==> src/hw/wr_tlp_cfg.svh <==
// Build-time sizes and options shared by the write TLP generator.
// Included by the package and by every module that sizes a port from a macro.

`ifndef WR_TLP_CFG_SVH
`define WR_TLP_CFG_SVH

// Width of the request tag that comes back in the write response
`define WR_TLP_TAG_W 8

// Width of the line address carried on the start beat of a packet
`define WR_TLP_ADDR_W 42

// Line count field width
// A packet of 1 to 4 lines is encoded as the count minus one
`define WR_TLP_LCNT_W 2

// Payload carried by each request beat and each TLP beat
`define WR_TLP_DATA_W 64

// One beat moves one line, so a line is the payload width in bytes
`define WR_TLP_LINE_BYTES (`WR_TLP_DATA_W / 8)

// Header addressing mode
// Set to 1 to emit 32-bit memory-write headers; 0 emits 64-bit headers
`define WR_TLP_ADDR32 0

`endif

==> src/hw/wr_tlp_pkg.sv <==
// Request, response and TLP header types for the write TLP generator.
// Modules pull these in with a wildcard import in their header.

`include "wr_tlp_cfg.svh"

package wr_tlp_pkg;

    // One request beat from the accelerator
    // The tag, line count and address are only meaningful on a start beat
    typedef struct packed {
        logic                          sop;
        logic                          eop;
        logic                          is_fence;
        logic [`WR_TLP_TAG_W-1:0]      tag;
        logic [`WR_TLP_LCNT_W-1:0]     line_count;
        logic [`WR_TLP_ADDR_W-1:0]     addr;
        logic [`WR_TLP_DATA_W-1:0]     payload;
    } wr_req_t;

    // One write response, returned per completed packet or per fence
    typedef struct packed {
        logic [`WR_TLP_TAG_W-1:0]      tag;
        logic                          is_fence;
    } wr_rsp_t;

    // Reduced memory-write header, packed into one 64-bit word
    // The address is in dwords; addr_hi is left at zero for 32-bit headers
    typedef struct packed {
        logic [7:0]                    fmttype;
        logic [9:0]                    length;
        logic [3:0]                    first_be;
        logic [3:0]                    last_be;
        logic [7:0]                    addr_hi;
        logic [29:0]                   addr_lo;
    } tlp_hdr_t;

    // Format and type byte for a memory write with a 3 or 4 dword header
    localparam logic [7:0] FMT_MWR32 = 8'h40;
    localparam logic [7:0] FMT_MWR64 = 8'h60;

    // Converts the encoded line count into the header length in dwords
    function automatic logic [9:0] line_count_to_dw_len(
        input logic [`WR_TLP_LCNT_W-1:0] line_count
    );
        logic [9:0] lines;
        lines = 10'(line_count) + 10'd1;
        return 10'(lines * (`WR_TLP_LINE_BYTES / 4));
    endfunction

endpackage

==> src/hw/req_fifo2.sv <==
// Two-slot FIFO with the head word visible on first while not_empty is high.
// Holds request beats at the input and write responses at the output.

`timescale 1ns/1ps

module req_fifo2 #(
    parameter int DATA_W = 32
) (
    input  logic              clk,
    input  logic              reset_n,

    input  logic [DATA_W-1:0] enq_data,
    input  logic              enq_en,
    output logic              not_full,

    output logic [DATA_W-1:0] first,
    input  logic              deq_en,
    output logic              not_empty
);

    // Slot 0 is always the head and slot 1 the word behind it
    logic [DATA_W-1:0] slot0_data;
    logic [DATA_W-1:0] slot1_data;
    logic              slot0_valid;
    logic              slot1_valid;

    // A dequeue only counts when there is a word to take
    logic              do_deq;

    assign do_deq = deq_en && slot0_valid;

    assign first     = slot0_data;
    assign not_empty = slot0_valid;
    assign not_full  = !slot1_valid;

    // Occupancy flags
    always_ff @(posedge clk)
    begin
        if (!reset_n)
        begin
            slot0_valid <= 1'b0;
            slot1_valid <= 1'b0;
        end
        else
        begin
            // The head stays valid if something is behind it or arrives now
            if (do_deq)
            begin
                slot0_valid <= slot1_valid || enq_en;
                slot1_valid <= slot1_valid && enq_en;
            end
            else if (enq_en)
            begin
                slot0_valid <= 1'b1;
                slot1_valid <= slot0_valid;
            end
        end
    end

    // Data moves forward on a dequeue and new words land in the first free slot
    always_ff @(posedge clk)
    begin
        if (do_deq)
        begin
            slot0_data <= slot1_valid ? slot1_data : enq_data;
            slot1_data <= enq_data;
        end
        else if (enq_en)
        begin
            if (slot0_valid)
                slot1_data <= enq_data;
            else
                slot0_data <= enq_data;
        end
    end

endmodule

==> src/hw/wr_hdr_builder.sv <==
// Builds the memory-write header from the head request beat.
// The header and tag are held across the rest of the packet after the start beat.

`timescale 1ns/1ps

`include "wr_tlp_cfg.svh"

module wr_hdr_builder
    import wr_tlp_pkg::*;
(
    input  logic                      clk,
    input  logic                      reset_n,

    input  wr_req_t                   head,
    input  logic                      capture,

    output tlp_hdr_t                  hdr,
    output logic [`WR_TLP_TAG_W-1:0]  tag
);

    // Header addressing mode, fixed at build time
    localparam bit ADDR32 = (`WR_TLP_ADDR32 != 0);

    tlp_hdr_t                  live_hdr;
    tlp_hdr_t                  held_hdr;
    logic [`WR_TLP_TAG_W-1:0]  held_tag;

    // Line address scaled to a dword address, one line being several dwords
    logic [37:0]               dw_addr;

    // A fence also carries its own tag, so it counts as a start beat here
    logic                      start;

    assign start   = head.sop || head.is_fence;
    assign dw_addr = 38'(head.addr * (`WR_TLP_LINE_BYTES / 4));

    // Header as it would be sent for the head beat if it starts a packet
    always_comb
    begin
        live_hdr          = '0;
        live_hdr.fmttype  = ADDR32 ? FMT_MWR32 : FMT_MWR64;
        live_hdr.length   = line_count_to_dw_len(head.line_count);
        // Whole lines are always written
        live_hdr.first_be = 4'b1111;
        live_hdr.last_be  = 4'b1111;
        // The upper dword address bits only exist in a 64-bit header
        live_hdr.addr_hi  = ADDR32 ? 8'h00 : dw_addr[37:30];
        live_hdr.addr_lo  = dw_addr[29:0];
    end

    // Keep the start beat's header and tag for the continuation beats
    always_ff @(posedge clk)
    begin
        if (!reset_n)
        begin
            held_hdr <= '0;
            held_tag <= '0;
        end
        else if (capture)
        begin
            held_hdr <= live_hdr;
            held_tag <= head.tag;
        end
    end

    // Continuation beats do not carry a valid header of their own
    assign hdr = start ? live_hdr : held_hdr;
    assign tag = start ? head.tag : held_tag;

endmodule

==> src/hw/wr_beat_counter.sv <==
// Tracks how many beats of the current write packet are still to come.
// Loaded on the start beat, stepped on every later beat.

`timescale 1ns/1ps

`include "wr_tlp_cfg.svh"

module wr_beat_counter (
    input  logic                       clk,
    input  logic                       reset_n,

    input  logic                       load,
    input  logic [`WR_TLP_LCNT_W-1:0]  line_count,
    input  logic                       step,

    output logic                       last_beat
);

    // Beats left in the packet counting the one at the FIFO head
    // The start beat is consumed by the load, so this never exceeds 3
    logic [`WR_TLP_LCNT_W-1:0] remaining;

    always_ff @(posedge clk)
    begin
        if (!reset_n)
        begin
            remaining <= '0;
        end
        else if (load)
        begin
            // line_count is the packet length minus one, which is exactly
            // the number of beats that follow the start beat
            remaining <= line_count;
        end
        else if (step && (remaining != '0))
        begin
            // Saturate at zero when a packet runs long
            remaining <= remaining - 1'b1;
        end
    end

    // On the start beat the answer comes straight from the encoded count
    assign last_beat = load ? (line_count == '0)
                            : (remaining == `WR_TLP_LCNT_W'(1));

endmodule

==> src/hw/wr_pkt_ctrl.sv <==
// Packet FSM for the write TLP generator.
// Decides when the head beat moves, whether it is sent, and checks packet framing.

`timescale 1ns/1ps

module wr_pkt_ctrl
    import wr_tlp_pkg::*;
(
    input  logic    clk,
    input  logic    reset_n,

    // Head of the request FIFO
    input  wr_req_t head,
    input  logic    head_valid,
    output logic    deq,

    // Room downstream
    input  logic    out_free,
    input  logic    rsp_not_full,
    output logic    rsp_enq,

    // Strobes to the output stage, header builder and beat counter
    output logic    emit,
    output logic    capture,
    output logic    load,
    output logic    step,
    input  logic    last_beat,

    output logic    error
);

    typedef enum logic {
        IDLE,
        IN_PKT
    } state_t;

    state_t state;
    state_t state_next;

    // Framing faults seen on the beat being dequeued
    logic mid_start;
    logic stray_beat;
    logic len_bad;
    logic err_now;

    // A beat only moves when the output register and response FIFO can both take it
    // Checking the response FIFO on every beat keeps the logic simple
    assign deq = head_valid && out_free && rsp_not_full;

    // Fences are consumed here and never reach the TLP stream
    assign emit    = deq && !head.is_fence;
    assign capture = emit && head.sop;
    assign load    = capture;
    assign step    = emit && !head.sop;

    // One response per packet on its last beat, and one per fence
    assign rsp_enq = deq && (head.eop || head.is_fence);

    always_comb
    begin
        // A new packet or fence must not start inside a packet
        mid_start  = (head.sop || head.is_fence) && (state == IN_PKT);
        // A continuation beat with no packet open
        stray_beat = !head.sop && !head.is_fence && (state == IDLE);
        // eop has to land exactly on the beat the line count predicts
        len_bad    = !head.is_fence && (head.eop != last_beat);
        err_now    = deq && (mid_start || stray_beat || len_bad);
    end

    // The state follows the sop and eop markers even when framing is wrong
    // so a bad packet does not block the ones behind it
    always_comb
    begin
        state_next = state;
        if (emit)
        begin
            state_next = head.eop ? IDLE : IN_PKT;
        end
    end

    always_ff @(posedge clk)
    begin
        if (!reset_n)
        begin
            state <= IDLE;
            error <= 1'b0;
        end
        else
        begin
            state <= state_next;
            // Sticky until the next reset
            if (err_now)
            begin
                error <= 1'b1;
            end
        end
    end

endmodule

==> src/hw/wr_tlp_gen_top.sv <==
// Top level of the write TLP generator.
// Accelerator write beats go in, memory-write TLP beats and write responses come out.

`timescale 1ns/1ps

`include "wr_tlp_cfg.svh"

module wr_tlp_gen_top
    import wr_tlp_pkg::*;
(
    input  logic                       clk,
    input  logic                       reset_n,

    // Write requests from the accelerator
    input  logic                       req_valid,
    output logic                       req_ready,
    input  wr_req_t                    req_data,

    // TLP stream to the host link, one beat per request beat
    output logic                       tlp_valid,
    input  logic                       tlp_ready,
    output logic                       tlp_sop,
    output logic                       tlp_eop,
    output tlp_hdr_t                   tlp_hdr,
    output logic [`WR_TLP_DATA_W-1:0]  tlp_payload,

    // Write responses back to the accelerator
    output logic                       rsp_valid,
    input  logic                       rsp_ready,
    output wr_rsp_t                    rsp_data,

    output logic                       error
);

    wr_req_t                   head;
    logic                      head_valid;
    logic                      deq;
    logic                      out_free;
    logic                      rsp_not_full;
    logic                      rsp_enq;
    wr_rsp_t                   rsp_word;
    logic                      emit;
    logic                      capture;
    logic                      load;
    logic                      step;
    logic                      last_beat;
    tlp_hdr_t                  cur_hdr;
    logic [`WR_TLP_TAG_W-1:0]  cur_tag;

    // Input buffer, so req_ready only depends on FIFO occupancy
    req_fifo2 #(
        .DATA_W($bits(wr_req_t))
    ) req_fifo (
        .clk,
        .reset_n,
        .enq_data  (req_data),
        .enq_en    (req_valid && req_ready),
        .not_full  (req_ready),
        .first     (head),
        .deq_en    (deq),
        .not_empty (head_valid)
    );

    wr_hdr_builder hdr_builder (
        .clk,
        .reset_n,
        .head    (head),
        .capture (capture),
        .hdr     (cur_hdr),
        .tag     (cur_tag)
    );

    wr_beat_counter beat_counter (
        .clk,
        .reset_n,
        .load       (load),
        .line_count (head.line_count),
        .step       (step),
        .last_beat  (last_beat)
    );

    // Output register can take a new beat when it is empty or being drained
    assign out_free = tlp_ready || !tlp_valid;

    wr_pkt_ctrl pkt_ctrl (
        .clk,
        .reset_n,
        .head         (head),
        .head_valid   (head_valid),
        .deq          (deq),
        .out_free     (out_free),
        .rsp_not_full (rsp_not_full),
        .rsp_enq      (rsp_enq),
        .emit         (emit),
        .capture      (capture),
        .load         (load),
        .step         (step),
        .last_beat    (last_beat),
        .error        (error)
    );

    // Response tag comes from the held packet tag, or the fence's own tag
    assign rsp_word.tag      = cur_tag;
    assign rsp_word.is_fence = head.is_fence;

    req_fifo2 #(
        .DATA_W($bits(wr_rsp_t))
    ) rsp_fifo (
        .clk,
        .reset_n,
        .enq_data  (rsp_word),
        .enq_en    (rsp_enq),
        .not_full  (rsp_not_full),
        .first     (rsp_data),
        .deq_en    (rsp_valid && rsp_ready),
        .not_empty (rsp_valid)
    );

    // Valid advances whenever the register is free, so it drops after a drained beat
    always_ff @(posedge clk)
    begin
        if (!reset_n)
            tlp_valid <= 1'b0;
        else if (out_free)
            tlp_valid <= emit;
    end

    // Beat contents only change when a new beat is actually sent
    always_ff @(posedge clk)
    begin
        if (emit)
        begin
            tlp_sop     <= head.sop;
            tlp_eop     <= head.eop;
            tlp_hdr     <= cur_hdr;
            tlp_payload <= head.payload;
        end
    end

endmodule

==> config.mk <==
export PLATFORM = sky130hd
export DESIGN_NAME = wr_tlp_gen_top
export DESIGN_NICKNAME = d
export VERILOG_FILES = /design/src/hw/wr_tlp_pkg.sv /design/src/hw/req_fifo2.sv /design/src/hw/wr_hdr_builder.sv /design/src/hw/wr_beat_counter.sv /design/src/hw/wr_pkt_ctrl.sv /design/src/hw/wr_tlp_gen_top.sv
export VERILOG_INCLUDE_DIRS = /design/src /design/src/hw
export SDC_FILE = /design/constraint.sdc
export NUM_CORES = 1
export LEC_CHECK = 0
export BUFFER_PORTS_ARGS = -buffer_cell sky130_fd_sc_hd__buf_2
export CORE_MARGIN = 10
export CORE_UTILIZATION = 40
export CTS_CLUSTER_SIZE = 40
export DETAILED_ROUTE_END_ITERATION = 7
export GPL_ROUTABILITY_DRIVEN = 0
export PLACE_DENSITY = 0.6
export SLEW_MARGIN = 25
export SYNTH_ARGS = -nofsm -noshare
export SYNTH_HDL_FRONTEND = slang
export SYNTH_HIERARCHICAL = 1
export SYNTH_SLANG_ARGS = --single-unit
==> constraint.sdc <==
create_clock -name clk -period 4.4 [get_ports clk]
set_clock_uncertainty 0.05 [all_clocks]
set_input_delay 0.88 -clock clk [delete_from_list [all_inputs] [get_ports clk]]
set_output_delay 0.88 -clock clk [all_outputs]
set_load 0.02 [all_outputs]
* Yosys cells after proc, flatten, opt, wreduce, memory -nomap -nowiden
Index checks and enable logic that the tools add are counted.
Widths: inputs -> output; s select.
** Operators by class
- Add/sub/neg operators :: 2
- Eq/ne operators :: 4
- Muxes and demuxes :: 28
- Bitwise logic cells :: 1
- Reduce and logical (&&, ||, !) cells :: 41
** Operator list (count)
- $mux 119 :: 7
- $mux 9 :: 7
- $mux 56 :: 1
- $logic_and 1x1->1 :: 18
- $reduce_bool 2->1 :: 6
- $mux 1 :: 10
- $mux 8 :: 1
- $reduce_and 2->1 :: 4
- $logic_or 1x1->1 :: 7
- $logic_not 1->1 :: 5
- $mux 2 :: 2
- $ne 2x2->1 const B :: 2
- $add 2x1->3 const B :: 1
- $eq 2x1->1 const B :: 1
- $logic_not 2->1 :: 1
- $sub 2x1->2 const B :: 1
- $ne 1x1->1 :: 1
- $not 1->1 :: 1
** Storage, ports and cells
- Register bits after elaboration :: 435
- Input bits :: 124
- Output and inout port bits :: 143
- Logic and storage cells :: 102

* Logic depth before layout (Yosys ltp)
Gate-level depths: netlist of run 1.
- Depth after elaboration :: 11
- Mapped depth :: 10
- Gate-level depth less buffers :: 9

* By module
The synthesis of run 1 kept the hierarchy.
** By module, submodules not included
- req_fifo2 (req_fifo) :: instances 1, cells an instance 383, area an instance 9205.1 um^2, seq. area each 7186.9 um^2
- wr_tlp_gen_top :: instances 1, cells an instance 136, area an instance 3965.1 um^2, seq. area each 3923.8 um^2
- wr_hdr_builder :: instances 1, cells an instance 238, area an instance 2715.1 um^2, seq. area each 980.9 um^2
- req_fifo2 (rsp_fifo) :: instances 1, cells an instance 40, area an instance 758.2 um^2, seq. area each 580.6 um^2
- wr_pkt_ctrl :: instances 1, cells an instance 19, area an instance 151.4 um^2, seq. area each 40.0 um^2
- wr_beat_counter :: instances 1, cells an instance 17, area an instance 146.4 um^2, seq. area each 40.0 um^2

* Least setup slack after synthesis of run 1
Ideal clock, no wire load.
- Path kind :: input port to flip-flop
- Start point :: input port tlp_ready
- End point :: register req_fifo.slot1_data[0], enable pin
- Setup time :: 0.488 ns
- Arrival :: 3.920 ns
- Required time :: 3.862 ns
- Slack :: -0.058 ns
- Stages :: 4
- Buffers on the path :: 0
- Cells stage by stage :: nand2b_4 nand3_1 inv_1 o21a_1
** On the way
- Longest elaborated chain between the ends :: 6
- Elaborated cells between the ends (all ways) :: 7
- Classes of those cells :: 7 x reduce/logical
** Ends and longest elaborated chain
- start, declared :: RTL line wr_tlp_gen_top.sv:21 : input logic tlp_ready,
- $logic_or 1x1->1 * :: RTL line wr_tlp_gen_top.sv:83 : assign out_free = tlp_ready || !tlp_valid;
- $logic_and 1x1->1 * (2 in a row) :: RTL line wr_pkt_ctrl.sv:48 : assign deq = head_valid && out_free && rsp_not_full;
- named net deq :: RTL line wr_tlp_gen_top.sv:37 : logic deq;
- $logic_and 1x1->1 * :: RTL line req_fifo2.sv:30 : assign do_deq = deq_en && slot0_valid;
- $reduce_bool 2->1 (no line)
- $reduce_and 2->1 (no line) *
- end signal, assigned :: RTL line req_fifo2.sv:66 : slot1_data <= enq_data;
- end signal, assigned :: RTL line req_fifo2.sv:71 : slot1_data <= enq_data;
- end, declared :: RTL line req_fifo2.sv:23 : logic [DATA_W-1:0] slot1_data;
The timed path passes the listed nets; every way through them passes the cells marked *.
A chain may end at the register's enable or synchronous reset.

* Final worst setup path of run 1
- Start point :: input port tlp_ready
- End point :: register req_fifo.slot0_data[96], in the netlist req_fifo/first[96] (data pin)
** On the way
- Longest elaborated chain between the ends :: 5
** Ends and longest elaborated chain
- $logic_or 1x1->1 :: RTL line wr_tlp_gen_top.sv:83
- named net out_free :: RTL line wr_tlp_gen_top.sv:38 : logic out_free;
- $logic_and 1x1->1 (2 in a row) :: RTL line wr_pkt_ctrl.sv:48
- named net deq :: RTL line wr_tlp_gen_top.sv:37
- $logic_and 1x1->1 :: RTL line req_fifo2.sv:30
- $mux 119 :: RTL line req_fifo2.sv:63 : if (do_deq)
- end signal, assigned :: RTL line req_fifo2.sv:65 : slot0_data <= slot1_valid ? slot1_data : enq_data;
- end signal, assigned :: RTL line req_fifo2.sv:73 : slot0_data <= enq_data;
- end, declared :: RTL line req_fifo2.sv:22 : logic [DATA_W-1:0] slot0_data;
The timed path passes the listed nets, and every way through them passes these cells.

==> results of run 1 <==
-- registers in the layout (all words and copies together) (netlist names) --
name / cells
pkt_ctrl/error: 1
rsp_fifo/first: 9
rsp_fifo/not_empty: 1
tlp_hdr: 64
rsp_fifo/slot1_data: 9
tlp_payload: 64
pkt_ctrl/state: 1
hdr_builder/held_tag: 8
req_fifo/slot1_valid: 1
rsp_fifo/slot1_valid: 1
tlp_sop: 1
req_fifo/slot1_data: 114
tlp_valid: 1
beat_counter/remaining: 2
hdr_builder/held_hdr: 41
req_fifo/first: 114
tlp_eop: 1
req_fifo/not_empty: 1
-- cells in the final DEF, fill, tap and decap left out, drive strengths merged, types with 6 or more instances in the layout --
cell type and instances:
dfxtp 58, mux2i 48, clkinv 15, edfxtp 376, clkbuf 65, inv 10
nor2b 44, nand2b 6, nand2 8, buf 273, mux2 170, conb 14
-- power by group through the flow --
stage	Sequential (uW)	Combinational, uW	Clock, uW
final	4920	740	3650
after detailed placement	5010	758	0
after floorplan	5110	407	0
after global routing	4950	804	3940
after CTS	4920	762	3790
after global placement	5000	748	0
-- through the flow --
stage	setup WS, ns	util	power (uW)
2_1_floorplan	0.0555	-	5510
3_3_place_gp	1.02	0.445	5740
3_5_place_dp	0.996	0.445	5770
4_1_cts	1.60	0.480	9480
5_1_grt	1.53	0.480	9690
6_report	1.64	0.481	9310
-- path summary, 6_finish.rpt --
check	cells after the start	to
min reg2reg	0	tlp_payload[60]
min	0	tlp_payload[60]
max reg2reg	7	req_fifo/first[96]
max	8	req_fifo/first[96]
-- area by class of cell --
| class | count | area [sq um] | share of cell area |
|---|---|---|---|
| Timing Repair Buffer | 273 | 1460 | 0.0743 |
| Tap cell | 532 | 666 | 0.0338 |
| Multi-Input combinational cell | 335 | 3620 | 0.184 |
| Clock inverter | 20 | 128 | 0.00649 |
| Antenna cell | 2 | 5.00 | 0.000255 |
| Inverter | 9 | 33.8 | 0.00172 |
| Sequential cell | 434 | 12500 | 0.633 |
| Clock buffer | 65 | 1300 | 0.0663 |
-- critical path, cell delays in order --
cell and delay [ns]:
buf_2 0.10, nand2b_4 0.14, nand3_1 0.14, inv_1 0.14, nand3_4 0.34, buf_4 0.64, buf_4 0.28, mux2_4 0.30
-- routing by layer --
layer,share of wire,vias up
met5,0.0014,-
met4,0.020,6
met3,0.083,52
met2,0.48,197
met1,0.41,3796
li1,-,3645
==> flow_metrics.tcl, run 1 <==
set metrics [dict create \
    critPathMaxFanout 36 \
    p_sw_frac 0.221 \
    die_height_um 224 \
    rsz0062_at_grt "false" \
    syn-cell-area_sq_um 16600 \
    min_from "req_fifo/first[60]" \
    max-cap-violations 0 \
    fin_area_sq_um 19700 \
    wl_um 32000 \
    grtUsageMet1 0.147 \
    p_leak_uw 0.00746 \
    start_util 0.405 \
    crit_type "in2reg" \
    fillers 3507 \
    syn_to_final_growth_pct 18.7 \
    core-area_sq_um 40900 \
    critical_path_arrival_ns 3.01 \
    finalCritPeriodShare 0.627 \
    dr.pass1.iters 4 \
    clk_latency_ns 0.56 \
    rows 74 \
    cts_setup_buffers 0 \
    postPlaceCellArea_sq_um 18200 \
    met2_usage 0.204 \
    drive_gt1_frac 0.456 \
    port_buffers 261 \
    grt_pass1_vias 8205 \
    nets 1226 \
    worst_pin_slew_ns 0.957 \
    max_slew_margin 0.360 \
    syn_area_per_cell_sq_um 20.3 \
    drc 0 \
    grt_pass1_wl_um 48600 \
    fin_cells 1670 \
    cts_tree "yes" \
    fmax_ghz 0.363 \
    fin_crit_ns 2.76 \
    power.density_nw_per_um2 474 \
    h-tree-depth 2 \
    chipWidth_um 224 \
    finalSetupViolCount 0 \
    routed_via_density 4.61 \
    cts_resized 0 \
    crit_path_end_kind "flip-flop" \
    grtUsageMet3 0.0494 \
    cts_root_buffer "clkbuf_16" \
    path_clk_slew_ns 0.06 \
    critical_path.startpoint_type "input port" \
    drv_slew 0 \
    overflow 0 \
    internal_power_uw 7260 \
    status "finished, final reports clean" \
    routedWlPerCell_um 19.2 \
    grt-busiest-layer "met2" \
    syn_inst 818 \
    die_area_sq_um 50000 \
    crit_required_ns 4.66 \
    power_frac_seq 0.528 \
    vias 7696 \
    place_inst 1583 \
    p_clk_frac 0.392 \
    grt_antenna_before_repair 5 \
    num_io_pins 267 \
    grt_max_degree 134 \
    hold_class "reg2reg" \
    r2r_slack_ns 1.69 \
    cts_buffer_depth 3 \
    power_switching_uw 2060 \
    crit_path_start "tlp_ready" \
    grtUsageTotal 0.125 \
    rr_startpoint "rsp_fifo/slot1_valid" \
    comb_power_share 0.079 \
    vdd_drop_max_mv 0.342 \
    clock-sinks 434 \
    postCtsHoldBufs 0 \
    ant_nets 0 \
    synth_warnings 6 \
    numCtsBuffers 46 \
    place_hpwl_um 20200 \
    hold_viol_final 0 \
    hold_ws_ns 0.359 \
    drtIter0Drc 443 \
    tns_ns 0 \
]
Note: power is estimated with default switching activity, not from simulation.
==> inputs of run 2 (changes only) <==
--- a/config.mk
+++ b/config.mk
@@ -12,7 +12,7 @@
 export CTS_CLUSTER_SIZE = 40
 export DETAILED_ROUTE_END_ITERATION = 7
 export GPL_ROUTABILITY_DRIVEN = 0
-export PLACE_DENSITY = 0.6
+export PLACE_DENSITY = 0.58
 export SLEW_MARGIN = 25
 export SYNTH_ARGS = -nofsm -noshare
 export SYNTH_HDL_FRONTEND = slang
==> constraint.sdc (replaced) <==
create_clock -name clk -period 2.6 [get_ports clk]
set_clock_uncertainty 0.05 [all_clocks]
set_input_delay 0.52 -clock clk [delete_from_list [all_inputs] [get_ports clk]]
set_output_delay 0.52 -clock clk [all_outputs]
set_load 0.02 [all_outputs]
==> flow_metrics.tcl, run 2 (same netlist as run 1, synthesis figures left out) <==
set metrics [dict create \
    status "finished, final reports clean" \
    crit_path_max_incr_delay_ns 0.48 \
    ant_nets 0 \
    clk_latency_ns 0.57 \
    layout_common_cells "edfxtp_1, buf_2, mux2_4" \
    num_io_pins 267 \
    postPlaceCellArea_sq_um 18600 \
    hold_ws_ns 0.0912 \
    power_uw 16100 \
    crit_required_ns 2.86 \
    postCtsHoldBufs 0 \
    cts_resized 0 \
    place_hpwl_um 21500 \
    hold_viol_final 0 \
    critical_path.startpoint_type "flip-flop" \
    chipWidth_um 224 \
    fin_crit_ns 2.19 \
    finalSetupViolCount 0 \
    start_util 0.405 \
    hold_class "in2reg" \
    drive_gt1_frac 0.465 \
    wl_um 32500 \
    rows 74 \
    cts_buffer_depth 3 \
    utilization 0.490 \
    vdd_drop_max_mv 0.483 \
    rsz0062_at_grt "false" \
    numCtsBuffers 46 \
    cts_tree "yes" \
    power.density_nw_per_um2 801 \
    fmax_ghz 0.457 \
    cpMostUsedCell "buf_12" \
    cts_setup_buffers 0 \
    port_buffers 261 \
    routed_via_density 4.63 \
    max_slew_margin 0.444 \
    drc 0 \
    cp_slowest_cell "dfxtp_1" \
    grt_max_degree 134 \
    clock-sinks 434 \
    critical_path_arrival_ns 2.45 \
    worst_pin_slew_ns 0.834 \
    path_cells "nand3_1 -> inv_1 -> nand3_4 -> buf_12 -> buf_12 -> mux2_4" \
    die_area_sq_um 50000 \
    h-tree-depth 2 \
    place_inst 1600 \
    overflow 0 \
    fin_cells 1687 \
    critPathMaxFanout 16 \
    grt_antenna_before_repair 12 \
    vias 7813 \
    cts_root_buffer "clkbuf_16" \
    fin_area_sq_um 20000 \
    dr.pass1.iters 4 \
    drv_slew 0 \
    p_leak_uw 0.00765 \
    path_clk_slew_ns 0.06 \
    crit_path_end_kind "flip-flop" \
    final_common_cell "edfxtp_1" \
    grt_pass1_vias 8278 \
    finalCritPeriodShare 0.843 \
    nets 1243 \
    grtUsageTotal 0.127 \
    grt_pass1_wl_um 49500 \
    die_height_um 224 \
    drtIter0Drc 427 \
    crit_type "reg2reg" \
    syn_to_final_growth_pct 21.0 \
    max-cap-violations 0 \
    core-area_sq_um 40900 \
    routedWlPerCell_um 19.3 \
]
==> run 2: cell types whose count changed in the layout (fill, tap and decap cells not counted), sizes merged <==
cell and change:
buf +17, bufinv +3, clkinvlp -3, diode +2
clkbuf -1, inv -1
==> run 2: metal layers <==
metal,track usage,up-vias,part of all wire
met5,0,-,0.0033
met4,0.0508,16,0.024
met3,0.0545,65,0.086
met2,0.197,206,0.47
met1,0.153,3827,0.42
li1,-,3699,-
==> run 2: power breakdown <==
part,internal (uW),total (uW),switching [uW]
registers,8180,8330,151
clock network,3850,6420,2560
logic,556,1310,757
total,12600,16100,3470
==> run 2: cell type report <==
type | count | area (sq um)
diodes | 4 | 10.0
clock buffers | 64 | 1290
clock inverters | 19 | 189
fillers | 3443 | 20900
inverters | 9 | 36.3
multi-input cells | 335 | 3640
flip-flops and latches | 434 | 12500
well taps | 532 | 666
repair buffers | 290 | 1760
==> run 2: worst paths after layout <==
kind	startpoint	endpoint	slack, ns	depth (start not counted)
setup / recovery	req_fifo/not_empty	req_fifo/first[79]	0.41	6
hold / removal	req_data[30]	req_fifo/slot1_data[30]	0.09	1
setup reg to reg	req_fifo/not_empty	req_fifo/first[79]	0.41	6
hold reg to reg	req_fifo/first[1]	tlp_payload[1]	0.37	0
==> run 2: worst max-delay path, delay by kind of cell, from the launching register on <==
family                 cells  cell delay [ns]
flip-flops                 1             0.48
buffers and inverters      3             0.63
AND/OR/NAND/NOR            2             0.44
multiplexers               1             0.29
==> run 2: stage by stage <==
stage / setup TNS [ns] / setup slack (ns)
floorplan: -17.44 / -0.485
global placement: 0 / 0.250
detailed placement: 0 / 0.242
CTS: 0 / 0.413
global route: 0 / 0.301
finish: 0 / 0.409
